<file path="src/rtl/scanner_pkg.sv">
package scanner_pkg;

    //////////////////////////////////////////////////
    // widths and line geometry

    localparam int adc_w            = 12;   // bits per adc sample
    localparam int slot_w           = 16;   // packed slot, sample zero-extended
    localparam int beat_w           = 128;  // one memory beat
    localparam int samples_per_beat = 8;
    localparam int pixels_per_line  = 32;   // 4 beats per line
    localparam int pix_w            = $clog2(pixels_per_line);
    localparam int adr_w            = 28;   // in 16-byte words
    localparam int lamp_cnt_w       = 16;
    localparam int delay_w          = 24;   // free-run line period
    localparam int div_w            = 16;   // encoder decimation
    localparam int pos_w            = 32;
    localparam int done_w           = 16;   // ring wrap counters
    localparam int num_colors       = 3;
    localparam int chan_w           = $clog2(num_colors);

    localparam logic [adc_w-1:0] pattern_const = 12'ha5a;

    //////////////////////////////////////////////////
    // encodings

    // colour code doubles as the channel index and the lrgb bit
    typedef enum logic [1:0] {
        color_red   = 2'd0,
        color_green = 2'd1,
        color_blue  = 2'd2
    } color_e;

    typedef enum logic [1:0] {
        mode_off      = 2'd0,
        mode_free_run = 2'd1,
        mode_encoder  = 2'd2
    } scan_mode_e;

    typedef enum logic [1:0] {
        test_adc   = 2'd0,  // raw sample
        test_ramp  = 2'd1,  // pixel index within the line
        test_const = 2'd2   // pattern_const
    } test_mode_e;

    typedef enum logic [1:0] {
        st_idle    = 2'd0,
        st_start   = 2'd1,
        st_capture = 2'd2
    } line_state_e;

endpackage

</file>
<file path="src/rtl/quad_encoder.sv">
module quad_encoder import scanner_pkg::*;
(
    input  logic                    w_bus_clk,
    input  logic                    w_adc_rst,
    input  logic                    enc_a,
    input  logic                    enc_b,
    input  logic [div_w-1:0]        pulses_cnt_div,
    output logic signed [pos_w-1:0] position,
    output logic                    line_trig
);

    logic [2:0]       a_pipe;   // [0] meta, [1] synced, [2] previous
    logic [2:0]       b_pipe;
    logic             step;
    logic             step_up;
    logic [div_w-1:0] div_cnt;
    logic [div_w-1:0] div_lim;

    always_ff @(posedge w_bus_clk)
    begin
        if (w_adc_rst)
        begin
            a_pipe <= '0;
            b_pipe <= '0;
        end
        else
        begin
            a_pipe <= {a_pipe[1:0], enc_a};
            b_pipe <= {b_pipe[1:0], enc_b};
        end
    end

    // exactly one input moved, so a legal gray step
    assign step    = (a_pipe[1] ^ a_pipe[2]) ^ (b_pipe[1] ^ b_pipe[2]);
    assign step_up = a_pipe[1] ^ b_pipe[2];     // a leads b
    assign div_lim = (pulses_cnt_div == '0) ? div_w'(1) : pulses_cnt_div;

    always_ff @(posedge w_bus_clk)
    begin
        if (w_adc_rst)
        begin
            position  <= '0;
            div_cnt   <= '0;
            line_trig <= 1'b0;
        end
        else
        begin
            line_trig <= 1'b0;
            if (step)
            begin
                position <= step_up ? position + 1'b1 : position - 1'b1;
                if (div_cnt >= div_lim - 1'b1)
                begin
                    div_cnt   <= '0;
                    line_trig <= 1'b1;
                end
                else
                    div_cnt <= div_cnt + 1'b1;  // both directions count
            end
        end
    end

endmodule

</file>
<file path="src/rtl/cis_line_ctrl.sv">
module cis_line_ctrl import scanner_pkg::*;
(
    input  logic                  w_bus_clk,
    input  logic                  w_adc_rst,
    input  scan_mode_e            scan_mode,
    input  logic [delay_w-1:0]    lines_delay,
    input  logic                  line_trig,
    input  logic [lamp_cnt_w-1:0] r_on_cnt,
    input  logic [lamp_cnt_w-1:0] g_on_cnt,
    input  logic [lamp_cnt_w-1:0] b_on_cnt,
    output logic                  si,
    output logic [2:0]            lrgb,         // active low, bit = colour code
    output logic                  sample_en,
    output logic [pix_w-1:0]      pix_index,
    output color_e                line_color
);

    line_state_e           state;
    color_e                lamp_color;
    logic [delay_w-1:0]    delay_cnt;
    logic                  period_tick;
    logic                  start;
    logic [lamp_cnt_w-1:0] on_time;
    logic [lamp_cnt_w-1:0] lamp_cnt;

    //////////////////////////////////////////////////
    // start source

    assign period_tick = ({1'b0, delay_cnt} + 1'b1) >= {1'b0, lines_delay};

    always_ff @(posedge w_bus_clk)
    begin
        if (w_adc_rst || scan_mode != mode_free_run)
            delay_cnt <= '0;
        else if (period_tick)
            delay_cnt <= '0;
        else
            delay_cnt <= delay_cnt + 1'b1;
    end

    always_comb
    begin
        case (scan_mode)
            mode_free_run: start = period_tick;
            mode_encoder:  start = line_trig;
            default:       start = 1'b0;
        endcase
    end

    //////////////////////////////////////////////////
    // line sequencing

    always_ff @(posedge w_bus_clk)
    begin
        if (w_adc_rst)
        begin
            state      <= st_idle;
            pix_index  <= '0;
            line_color <= color_red;
        end
        else
        begin
            case (state)
                st_idle:
                    if (start)
                        state <= st_start;  // starts elsewhere are dropped
                st_start:
                    state <= st_capture;
                st_capture:
                begin
                    pix_index <= pix_index + 1'b1;
                    if (pix_index == pix_w'(pixels_per_line - 1))
                    begin
                        state <= st_idle;
                        case (line_color)
                            color_red:   line_color <= color_green;
                            color_green: line_color <= color_blue;
                            default:     line_color <= color_red;
                        endcase
                    end
                end
                default:
                    state <= st_idle;
            endcase
        end
    end

    assign si        = (state == st_start);
    assign sample_en = (state == st_capture);

    //////////////////////////////////////////////////
    // lamp timing

    always_comb
    begin
        case (line_color)
            color_red:   on_time = r_on_cnt;
            color_green: on_time = g_on_cnt;
            default:     on_time = b_on_cnt;
        endcase
    end

    // loaded with the start so the lamp lights together with si
    always_ff @(posedge w_bus_clk)
    begin
        if (w_adc_rst)
        begin
            lamp_cnt   <= '0;
            lamp_color <= color_red;
        end
        else if (state == st_idle && start)
        begin
            lamp_cnt   <= on_time;
            lamp_color <= line_color;
        end
        else if (lamp_cnt != '0)
            lamp_cnt <= lamp_cnt - 1'b1;
    end

    always_comb
    begin
        for (int i = 0; i < num_colors; i++)
            lrgb[i] = !((lamp_cnt != '0) && (lamp_color == color_e'(i)));
    end

endmodule

</file>
<file path="src/rtl/pixel_packer.sv">
module pixel_packer import scanner_pkg::*;
(
    input  logic              w_bus_clk,
    input  logic              w_adc_rst,
    input  logic [adc_w-1:0]  adc_data,
    input  test_mode_e        test_mode,
    input  logic              sample_en,
    input  logic [pix_w-1:0]  pix_index,
    input  color_e            line_color,
    output logic              beat_valid,
    output logic [beat_w-1:0] beat_data,
    output color_e            beat_color
);

    logic [adc_w-1:0] sample;
    logic             last_slot;

    always_comb
    begin
        case (test_mode)
            test_ramp:  sample = adc_w'(pix_index);
            test_const: sample = pattern_const;
            default:    sample = adc_data;
        endcase
    end

    assign last_slot = (pix_index[$clog2(samples_per_beat)-1:0] ==
                        samples_per_beat - 1);

    // new sample enters at the top, first sample ends in the low slot
    always_ff @(posedge w_bus_clk)
    begin
        if (sample_en)
            beat_data <= {slot_w'(sample), beat_data[beat_w-1:slot_w]};
    end

    always_ff @(posedge w_bus_clk)
    begin
        if (w_adc_rst)
        begin
            beat_valid <= 1'b0;
            beat_color <= color_red;
        end
        else
        begin
            beat_valid <= sample_en && last_slot;
            if (sample_en && last_slot)
                beat_color <= line_color;   // tag follows the beat
        end
    end

endmodule

</file>
<file path="src/rtl/dma_channel_writer.sv">
module dma_channel_writer import scanner_pkg::*;
(
    input  logic              w_bus_clk,
    input  logic              w_adc_rst,
    input  logic              dma_on,
    input  logic [adr_w-1:0]  base_adr,
    input  logic [adr_w-1:0]  dma_buf_size,
    input  logic              beat_valid,
    input  logic [beat_w-1:0] beat_data,
    input  logic              grant,
    output logic              req,
    output logic [adr_w-1:0]  adr,
    output logic [beat_w-1:0] data,
    output logic              ovr,
    output logic [done_w-1:0] done_cnt
);

    logic [adr_w-1:0] ofs;      // k mod buffer size
    logic [adr_w-1:0] ofs_inc;
    logic             ofs_wrap;
    logic             full;
    logic             last;     // held beat closes the ring
    logic             take;

    assign ofs_inc  = ofs + 1'b1;
    assign ofs_wrap = (ofs_inc >= dma_buf_size);
    assign take     = beat_valid && (!full || grant);
    assign req      = full;

    always_ff @(posedge w_bus_clk)
    begin
        if (w_adc_rst || !dma_on)
        begin
            full     <= 1'b0;
            ofs      <= '0;
            done_cnt <= '0;
        end
        else
        begin
            if (take)
            begin
                full <= 1'b1;
                ofs  <= ofs_wrap ? '0 : ofs_inc;
            end
            else if (grant)
                full <= 1'b0;
            if (grant && last)
                done_cnt <= done_cnt + 1'b1;
        end
    end

    // sticky, cleared by reset only
    always_ff @(posedge w_bus_clk)
    begin
        if (w_adc_rst)
            ovr <= 1'b0;
        else if (dma_on && beat_valid && full && !grant)
            ovr <= 1'b1;
    end

    always_ff @(posedge w_bus_clk)
    begin
        if (take)
        begin
            data <= beat_data;
            adr  <= base_adr + ofs;
            last <= ofs_wrap;
        end
    end

endmodule

</file>
<file path="src/rtl/sdram_write_mux.sv">
module sdram_write_mux import scanner_pkg::*;
(
    input  logic                  w_bus_clk,
    input  logic                  w_adc_rst,
    input  logic [num_colors-1:0] req,
    input  logic [adr_w-1:0]      adr_in  [num_colors],
    input  logic [beat_w-1:0]     data_in [num_colors],
    input  logic                  sdram_waitrequest,
    output logic [num_colors-1:0] grant,
    output logic                  sdram_write,
    output logic [adr_w-1:0]      sdram_address,
    output logic [beat_w-1:0]     sdram_writedata
);

    logic [chan_w-1:0] sel;
    logic [chan_w-1:0] pick;

    // lowest channel number wins
    always_comb
    begin
        pick = '0;
        for (int i = num_colors - 1; i >= 0; i--)
            if (req[i])
                pick = chan_w'(i);
    end

    always_ff @(posedge w_bus_clk)
    begin
        if (w_adc_rst)
        begin
            sdram_write <= 1'b0;
            sel         <= '0;
        end
        else if (!sdram_write)
        begin
            if (|req)
            begin
                sdram_write <= 1'b1;
                sel         <= pick;    // locked until accepted
            end
        end
        else if (!sdram_waitrequest)
            sdram_write <= 1'b0;
    end

    // writer holds its beat until grant, so the port stays steady
    assign sdram_address   = adr_in[sel];
    assign sdram_writedata = data_in[sel];

    always_comb
    begin
        grant      = '0;
        grant[sel] = sdram_write && !sdram_waitrequest;
    end

endmodule

</file>
<file path="src/rtl/scanner_top.sv">
module scanner_top import scanner_pkg::*;
(
    input  logic                    w_bus_clk,
    input  logic                    w_adc_rst,
    input  logic                    enc_a,
    input  logic                    enc_b,
    input  logic [adc_w-1:0]        adc_data,
    input  scan_mode_e              scan_mode,
    input  test_mode_e              test_mode,
    input  logic [delay_w-1:0]      lines_delay,
    input  logic [div_w-1:0]        pulses_cnt_div,
    input  logic [lamp_cnt_w-1:0]   r_on_cnt,
    input  logic [lamp_cnt_w-1:0]   g_on_cnt,
    input  logic [lamp_cnt_w-1:0]   b_on_cnt,
    input  logic                    dma_on,
    input  logic [adr_w-1:0]        dma_start_address,
    input  logic [adr_w-1:0]        dma_buf_size,
    input  logic                    sdram_waitrequest,
    output logic                    si,
    output logic [2:0]              lrgb,
    output logic                    sdram_write,
    output logic [adr_w-1:0]        sdram_address,
    output logic [beat_w-1:0]       sdram_writedata,
    output logic                    fifo_ovr,
    output logic [done_w-1:0]       done_cnt,
    output logic signed [pos_w-1:0] position
);

    logic                  line_trig;
    logic                  sample_en;
    logic [pix_w-1:0]      pix_index;
    color_e                line_color;
    logic                  beat_valid;
    logic [beat_w-1:0]     beat_data;
    color_e                beat_color;
    logic [num_colors-1:0] req;
    logic [num_colors-1:0] grant;
    logic [num_colors-1:0] ovr;
    logic [adr_w-1:0]      ch_adr  [num_colors];
    logic [beat_w-1:0]     ch_data [num_colors];
    logic [done_w-1:0]     ch_done [num_colors];

    quad_encoder i_quad_encoder
    (
        .w_bus_clk      ( w_bus_clk         ),
        .w_adc_rst      ( w_adc_rst         ),
        .enc_a          ( enc_a             ),
        .enc_b          ( enc_b             ),
        .pulses_cnt_div ( pulses_cnt_div    ),
        .position       ( position          ),
        .line_trig      ( line_trig         )
    );

    cis_line_ctrl i_cis_line_ctrl
    (
        .w_bus_clk      ( w_bus_clk         ),
        .w_adc_rst      ( w_adc_rst         ),
        .scan_mode      ( scan_mode         ),
        .lines_delay    ( lines_delay       ),
        .line_trig      ( line_trig         ),
        .r_on_cnt       ( r_on_cnt          ),
        .g_on_cnt       ( g_on_cnt          ),
        .b_on_cnt       ( b_on_cnt          ),
        .si             ( si                ),
        .lrgb           ( lrgb              ),
        .sample_en      ( sample_en         ),
        .pix_index      ( pix_index         ),
        .line_color     ( line_color        )
    );

    pixel_packer i_pixel_packer
    (
        .w_bus_clk      ( w_bus_clk         ),
        .w_adc_rst      ( w_adc_rst         ),
        .adc_data       ( adc_data          ),
        .test_mode      ( test_mode         ),
        .sample_en      ( sample_en         ),
        .pix_index      ( pix_index         ),
        .line_color     ( line_color        ),
        .beat_valid     ( beat_valid        ),
        .beat_data      ( beat_data         ),
        .beat_color     ( beat_color        )
    );

    //////////////////////////////////////////////////
    // one writer per colour, ring g sits g buffers above the start

    for (genvar g = 0; g < num_colors; g++)
    begin : g_writer
        dma_channel_writer i_writer
        (
            .w_bus_clk    ( w_bus_clk                                      ),
            .w_adc_rst    ( w_adc_rst                                      ),
            .dma_on       ( dma_on                                         ),
            .base_adr     ( dma_start_address + adr_w'(g) * dma_buf_size   ),
            .dma_buf_size ( dma_buf_size                                   ),
            .beat_valid   ( beat_valid && (beat_color == color_e'(g))      ),
            .beat_data    ( beat_data                                      ),
            .grant        ( grant[g]                                       ),
            .req          ( req[g]                                         ),
            .adr          ( ch_adr[g]                                      ),
            .data         ( ch_data[g]                                     ),
            .ovr          ( ovr[g]                                         ),
            .done_cnt     ( ch_done[g]                                     )
        );
    end

    sdram_write_mux i_sdram_write_mux
    (
        .w_bus_clk         ( w_bus_clk         ),
        .w_adc_rst         ( w_adc_rst         ),
        .req               ( req               ),
        .adr_in            ( ch_adr            ),
        .data_in           ( ch_data           ),
        .sdram_waitrequest ( sdram_waitrequest ),
        .grant             ( grant             ),
        .sdram_write       ( sdram_write       ),
        .sdram_address     ( sdram_address     ),
        .sdram_writedata   ( sdram_writedata   )
    );

    assign fifo_ovr = |ovr;
    assign done_cnt = ch_done[0];   // red ring only

endmodule

</file>
<file path="config.mk">
export PLATFORM = sky130hd
export DESIGN_NAME = scanner_top
export DESIGN_NICKNAME = d
export VERILOG_FILES = /design/src/rtl/scanner_pkg.sv /design/src/rtl/quad_encoder.sv /design/src/rtl/cis_line_ctrl.sv /design/src/rtl/pixel_packer.sv /design/src/rtl/dma_channel_writer.sv /design/src/rtl/sdram_write_mux.sv /design/src/rtl/scanner_top.sv
export SDC_FILE = /design/constraint.sdc
export NUM_CORES = 1
export LEC_CHECK = 0
export BUFFER_PORTS_ARGS = -buffer_cell sky130_fd_sc_hd__buf_2
export CORE_MARGIN = 2
export CORE_UTILIZATION = 30
export DETAILED_ROUTE_END_ITERATION = 16
export GPL_TIMING_DRIVEN = 0
export PLACE_DENSITY = 0.44
export RECOVER_POWER = 25
export SETUP_SLACK_MARGIN = 0.3
export SLEW_MARGIN = 20
export SYNTH_ARGS = -nofsm -noshare
export SYNTH_HDL_FRONTEND = slang
export SYNTH_SLANG_ARGS = --single-unit
</file>
<file path="constraint.sdc">
create_clock -name w_bus_clk -period 9.6 [get_ports w_bus_clk]
set_input_delay 1.92 -clock w_bus_clk [delete_from_list [all_inputs] [get_ports w_bus_clk]]
set_output_delay 1.92 -clock w_bus_clk [all_outputs]
set_load 0.01 [all_outputs]
</file>
==> results of run 1 <==
metrics by stage:
stage,TNS (ns),area [µm²],cells
after floorplan,0,36890,3381
after global placement,-595.36,40630,5348
after detailed placement,0,40990,5362
after CTS,0,43780,5517
after global routing,0,43790,5518
final,0,43790,5520
report_power, final:
group | switching (W) | total (W) | internal [W]
logic | 0.000774 | 0.00134 | 0.000569
clock network | 0.00133 | 0.00320 | 0.00187
registers | 0.0000546 | 0.00327 | 0.00321
sequential cells by signal (all words and copies together) (netlist names), 3 cells and up:
signal / cells
g_writer.i_writer.adr: 84
g_writer.i_writer.data: 288
g_writer.i_writer.done_cnt: 16
g_writer.i_writer.ofs: 84
g_writer.i_writer.ovr: 3
g_writer.i_writer.req: 3
i_cis_line_ctrl.delay_cnt: 24
i_cis_line_ctrl.lamp_cnt: 16
i_cis_line_ctrl.pix_index: 5
i_pixel_packer.beat_data: 96
i_quad_encoder.a_pipe: 3
i_quad_encoder.b_pipe: 3
i_quad_encoder.div_cnt: 16
i_quad_encoder.position: 32
cells in the final DEF, fill, tap and decap left out, types with 11 or more instances in the layout:
master	n
nand2b_1	33
xnor2_1	164
o21bai_1	20
nor2_1	216
nand3b_1	11
fa_1	57
conb_1	32
nand2_1	329
o21ai_0	226
xor2_1	104
nand3_1	93
a22oi_1	24
or3_1	17
buf_4	33
a31oi_1	15
nor2b_1	49
clkbuf_16	85
edfxtp_1	469
mux2i_1	154
nand4_1	47
a32o_1	15
and3_1	45
a211oi_1	25
inv_1	113
dfxtp_1	218
nor4_1	12
and4_1	13
o21a_1	21
buf_1	14
and2_1	19
ha_1	249
o31ai_1	17
clkinv_2	17
o211ai_1	11
clkbuf_1	101
a21oi_1	177
a21o_1	81
nor3_1	54
buf_2	347
clkinv_1	16
final timing paths:
path                                   to  depth (start not counted)
max                      sdram_address[5]                          8
min              i_quad_encoder.a_pipe[1]                          1
max reg2reg  g_writer[0].i_writer.ofs[25]                         17
min reg2reg      i_quad_encoder.a_pipe[1]                          1
cell type report:
| class | instances | area [µm²] |
|---|---|---|
| plain buffers | 147 | 714.4 |
| clock buffers | 106 | 2256 |
| inverters | 115 | 431.7 |
| diodes | 3 | 7.507 |
| multi-input cells | 2432 | 17310 |
| fillers | 12310 | 77930 |
| flip-flops and latches | 687 | 18450 |
| clock inverters | 49 | 535.5 |
| well taps | 1625 | 2033 |
| repair buffers | 356 | 2052 |
cell families (layout without fill, tap and decap cells):
logic type               Yosys count  after routing  synth area share
XOR/XNOR                         268            268           0.06384
adder cells (fa/ha/maj)          306            306            0.1158
multiplexers                     155            155           0.04223
flip-flops                       687            687            0.5017
buffers and inverters            262            773           0.03062
AND/OR/NAND/NOR                  962            962            0.1238
other                              1             35         0.0001020
AO/OA/AOI/OAI                    709            709            0.1220
per-layer routing:
layer	vias to the layer above	global-route usage	wire, µm
li1	13100	-	-
met1	12770	0.2411	52780
met2	463	0.2889	52240
met3	156	0.03378	5148
met4	18	0.04288	2405
met5	-	0	104
==> summary.md, run 1 <==
| Metric | Value |
|---|---|
| Critical path class | flop to output pin |
| Top achievable clock speed | 0.1754 GHz |
| Crit end category | output pin |
| DR vias | 26510 |
| Count of final max-slew check failures | 0 |
| Tcrit/Tclk final | 0.5940 |
| Largest net degree at the start of global routing | 43 |
| Slew margin rel. | 0.2721 |
| Routed WL per cell | 20.41 µm |
| CP arrival | 3.78 ns |
| Max clock buf depth | 3 |
| FFs w/ async S/R, synth | 0 |
| HP Class | flop to flop |
| CP max stage delay | 0.58 ns |
| Pwr Total | 0.007808 W |
| EDFF count, synth | 469 |
| CTS Hold Buffers Added | 0 |
| Initial Utilization | 0.3021 |
| Initial DRC count | 1395 |
| Number of global-route vias before repair | 26250 |
| Avg Cell Area, Syn | 10.98 µm² |
| CTS resizes | 0 |
| Port Buffers | 342 |
| Final wirelength | 112700 µm |
| GRT Resource Usage Total | 0.1769 |
| Status | finished, final reports clean |
| CTS root buffer | clkbuf_16 |
| Final setup viols | 0 |
| Number of post-CTS setup repair buffers | 0 |
| Req. time, crit path | 7.68 ns |
| Final HPWL DP | 86230 µm |
| # clock sinks | 687 |
| Post-synth top flop | edfxtp_1 |
| Critical-path top delay cell | clkbuf_2 |
| VDD IR max | 0.1512 mV |
| Unique masters post-synth | 86 |
| Worst reg2reg setup slack | 4.20 ns |
| Main area contributors after synthesis | edfxtp_1, dfxtp_1, ha_1 |
| R2R Path Start | g_writer[0].i_writer.ofs[0] |
| Final #Nets | 4295 |
| Synth Warn # | 0 |
| Worst-skew pair later-pin latency | 0.68 ns |
| Chip height | 354.1 µm |
| Cell Chain, Critical Path | clkbuf_2 -> nor2b_1 -> clkbuf_1 -> clkbuf_2 -> clkbuf_1 -> nand2_1 -> o21ai_0 -> buf_2 |
| Worst-margin pin slew | 1.092 ns |
| Core area | 121700 µm² |
| GR Overflow Total | 0 |
| DR pass1 iterations | 5 |
| Crit path buf inv count | 5 |
| Worst Min Path Start | i_quad_encoder.a_pipe[0] |
| Tmin final | 5.702 ns |
| Count leader, synth | edfxtp_1 |
| Mapped Cells | 3350 |
| First-pass GRT wire length | 167600 µm |
| Die W | 354.1 µm |
| CTS buffer count | 84 |
| H-tree levels | 3 |
| Final core utilization | 0.3598 |
| Seq/Total Area, Yosys | 0.5017 |
| Clock skew | 0.03772 ns |
| Post-route ant nets | 0 |
| Lkg Pwr | 16.84 nW |
| Final worst setup slack | 3.898 ns |
| Setup crit start | i_sdram_write_mux.sel[1] |
| Max-cap viol count | 0 |
| Top cells by count, synth | edfxtp_1, nand2_1, ha_1 |
| Worst-path clk slew | 0.06 ns |
| Hold WS | 0.4373 ns |
| Crit path launch type | flop |
| Post-synthesis register bit count | 687 |
| Number of vias per cell | 4.802 |
| Post-synthesis cell area | 36770 µm² |
| Share of the synthesized area in the top cell type | 0.3830 |
| Antenna violations before repair | 18 |
| Fin. Hold Viols | 0 |
| CTS tree | yes |
| Worst slack, placed | 3.689 ns |
| Routability cong. | 0.8599 |
| Row cnt | 128 |
| Ratio of cells with drive above 1 in the final layout | 0.1418 |
| CP max FO | 10 |
| Crit path max-delay family | buffers and inverters |
| Post-synth top area cell | edfxtp_1 |
| RSZ-0062 raised after global routing | no |
| Area Overhead vs Synth | 19.09% |
| Die area | 125400 µm² |
| Residual DRC count | 0 |
| I/O pins | 376 |
| Cell Pwr Density | 178.3 nW/µm² |
Note: power is estimated with default switching activity, not from simulation.
==> inputs of run 2 (changes only) <==
ABC_AREA = 1   (was default)
PLACE_DENSITY = 0.46   (was 0.44)
clock period = 4.8 ns   (was 9.6 ns; I/O delays follow)
==> run 2 against run 1 <==
- global-route usage increased by 1.2 points
- routed wire length increased by 12%
- total power increased by 94%
- worst hold slack got worse by 0.038 ns
- design area increased by 4.2%
- largest power group unchanged
==> summary.md, run 2 <==
| Metric | Value |
|---|---|
| Status | finished, final reports clean |
| Worst-path clk slew | 0.06 ns |
| Largest net degree at the start of global routing | 64 |
| Critical path class | flop to flop |
| Simple-gate share of the synthesized area | 0.2199 |
| Synth Warn # | 0 |
| Final setup viols | 0 |
| I/O pins | 376 |
| Design area | 45640 µm² |
| Die area | 131800 µm² |
| Unique masters post-synth | 61 |
| Count of final max-slew check failures | 0 |
| Fin. Hold Viols | 0 |
| Area of the multi-input gates | 17870 µm² |
| FF/Latch Area | 18450 µm² |
| Adder-cell share of the synthesized area | 0.1101 |
| Final HPWL DP | 98990 µm |
| Worst R2R End | i_cis_line_ctrl.lamp_cnt[1] |
| Crit path launch type | flop |
| CTS buffer count | 82 |
| FFs w/ async S/R, synth | 0 |
| Non-filler cells, final | 6581 |
| Post-synthesis register bit count | 687 |
| Post-route ant nets | 0 |
| # clock sinks | 687 |
| Chip height | 363.0 µm |
| HP Class | flop to flop |
| First-pass GRT wire length | 188600 µm |
| GRT Resource Usage Total | 0.1889 |
| Compound-cell area share of the yosys netlist | 0.08563 |
| Biggest regs | g_writer.i_writer.data: 288 flops, i_pixel_packer.beat_data: 96 flops |
| Antenna violations before repair | 16 |
| Placed inst area | 42890 µm² |
| CTS tree | yes |
| Number of vias per cell | 4.732 |
| Mapped Cells | 4381 |
| Post-synth top flop | edfxtp_1 |
| Setup TNS | 0 ns |
| Worst reg2reg setup slack | 0.64 ns |
| Top cells by count, synth | nand2_1, inv_1, edfxtp_1 |
| Row cnt | 131 |
| Commonest non-fill, non-tap cell in the layout | nand2_1 |
| Worst-skew pair later-pin latency | 0.68 ns |
| EDFF count, synth | 469 |
| Seq/Total Area, Yosys | 0.4771 |
| Routed WL per cell | 19.11 µm |
| CP arrival | 4.70 ns |
| Top achievable clock speed | 0.2405 GHz |
| Req. time, crit path | 5.34 ns |
| VDD IR max | 0.2347 mV |
| Avg Cell Area, Syn | 8.825 µm² |
| Post-synthesis cell area | 38660 µm² |
| Synth Area in XOR/XNOR | 0.04236 |
| Reg2Reg Depth | 25 |
| Lkg Pwr | 19.42 nW |
| Clock skew | 0.03841 ns |
| Max-cap viol count | 0 |
| Max clock buf depth | 3 |
| Number of global-route vias before repair | 30390 |
| Tcrit/Tclk final | 0.8663 |
| Routability cong. | 0.9517 |
| Area Overhead vs Synth | 18.04% |
| CTS resizes | 4 |
| Die W | 363.0 µm |
| Fillers | 13310 |
| Main combinational cell family by area after synthesis | simple AND/OR/NAND/NOR gates |
| Critical Path Sink | i_cis_line_ctrl.lamp_cnt[1] |
| Main area contributors after synthesis | edfxtp_1, dfxtp_1, nand2_1 |
| R2R Path Start | i_cis_line_ctrl.delay_cnt[0] |
| Final wirelength | 125700 µm |
| Placed Cells | 6428 |
| Crit end category | flop |
| Post-synth top area cell | edfxtp_1 |
| Worst-margin pin slew | 0.9289 ns |
| CTS root buffer | clkbuf_16 |
| Setup crit start | i_cis_line_ctrl.delay_cnt[0] |
| GR Overflow Total | 0 |
| Multiplexer share of the synthesized area | 0 |
| Initial DRC count | 2011 |
| H-tree levels | 3 |
| Count leader, synth | nand2_1 |
| Number of post-CTS setup repair buffers | 0 |
| Port Buffers | 342 |
| Biggest register | g_writer.i_writer.data |
| Initial Utilization | 0.3028 |
| Cell Pwr Density | 331.5 nW/µm² |
| DR pass1 iterations | 5 |
| Core area | 127700 µm² |
| RSZ-0062 raised after global routing | no |
| Ratio of cells with drive above 1 in the final layout | 0.1278 |
| Max reg flops | 288 |
| Tmin final | 4.158 ns |
| CTS Hold Buffers Added | 0 |
| DR vias | 31140 |
| Residual DRC count | 0 |
| Most frequent cells in the layout | nand2_1, inv_1, edfxtp_1 |
| CP max FO | 10 |
| Share of the synthesized area in the top cell type | 0.3643 |
| Slew margin rel. | 0.3807 |
| Final #Nets | 5322 |
| Final core utilization | 0.3574 |
run 2: cell types whose count changed in the layout (fill, tap and decap cells not counted), sizes merged, moves of 44 or more:
cell and change:
nand2 +754, inv +375, nand3 +180, nor2 +174
a21oi +157, mux2i -154, xnor2 -102, o21ai -80
nor3 +67, a21o -62, nor2b -49, and3 -44
run 2: area by class of cell:
class,instances,share of cell area
plain buffers,131,0.01532
clock inverters,45,0.01113
clock buffers,104,0.04811
multi-input cells,3102,0.3916
repair buffers,354,0.04337
diodes,4,0.0002193
inverters,492,0.04046
well taps,1662,0.04556
flip-flops and latches,687,0.4042
run 2: worst min-delay path by stage:
stage                                        start                        to  cells past startpoint
after floorplan           i_quad_encoder.a_pipe[0]  i_quad_encoder.a_pipe[1]                      2
after global placement    i_quad_encoder.a_pipe[0]  i_quad_encoder.a_pipe[1]                      2
after detailed placement  i_quad_encoder.b_pipe[0]  i_quad_encoder.b_pipe[1]                      2
after CTS                 i_quad_encoder.b_pipe[0]  i_quad_encoder.b_pipe[1]                      2
after global routing      i_quad_encoder.b_pipe[0]  i_quad_encoder.b_pipe[1]                      2
final                     i_quad_encoder.b_pipe[0]  i_quad_encoder.b_pipe[1]                      2
run 2: logic make-up after synthesis:
group | after synthesis
compound gates | 597
xor+xnor | 187
fa+ha+maj | 306
buf+inv | 623
flops | 687
other cells | 1
simple gates | 1980
run 2: critical path, cell delays in order (launching register included):
cell and delay, ns:
dfxtp_1 0.44, ha_1 0.21, nand2_1 0.09, nor2_1 0.15
inv_1 0.07, nor2_1 0.12, inv_2 0.07, nor4_4 0.24
nand2_1 0.12, nor2_1 0.25, nand4_1 0.16, xor2_1 0.20
inv_1 0.07, ha_1 0.28, nand2_1 0.09, nor3_1 0.28
nand3_1 0.12, nor2_1 0.12, nor2_2 0.05, nand3_2 0.10
nand2_2 0.12, nand2_4 0.15, nand2_8 0.10, buf_12 0.18
o21ai_1 0.19, nor2_1 0.06
run 2: stage by stage:
| stage | worst slack (ns) | hold WS, ns | power (W) |
|---|---|---|---|
| finish | 0.6416 | 0.3990 | 0.01513 |
| global route | 0.3101 | 0.4214 | 0.01589 |
| CTS | 0.3375 | 0.3994 | 0.01533 |
| detailed placement | 0.1276 | 0.3921 | 0.008982 |
| global placement | -2.296 | 0.3920 | 0.008983 |
| floorplan | 0.6415 | 0.3883 | 0.008247 |
run 2: routing by layer:
metal | global-route usage | share of wire | up-vias
li1 | - | - | 15610
met1 | 0.2601 | 0.46 | 14600
met2 | 0.3074 | 0.46 | 773
met3 | 0.03165 | 0.059 | 149
met4 | 0.04768 | 0.021 | 12
met5 | 0 | 0.00055 | -
run 2: power by group:
group	switching (W)	internal, W	leakage [nW]
Clock	0.00264	0.00360	1.32
Sequential	0.0000982	0.00640	5.98
Combinational	0.00153	0.000856	12.1
Total	0.00427	0.0109	19.4
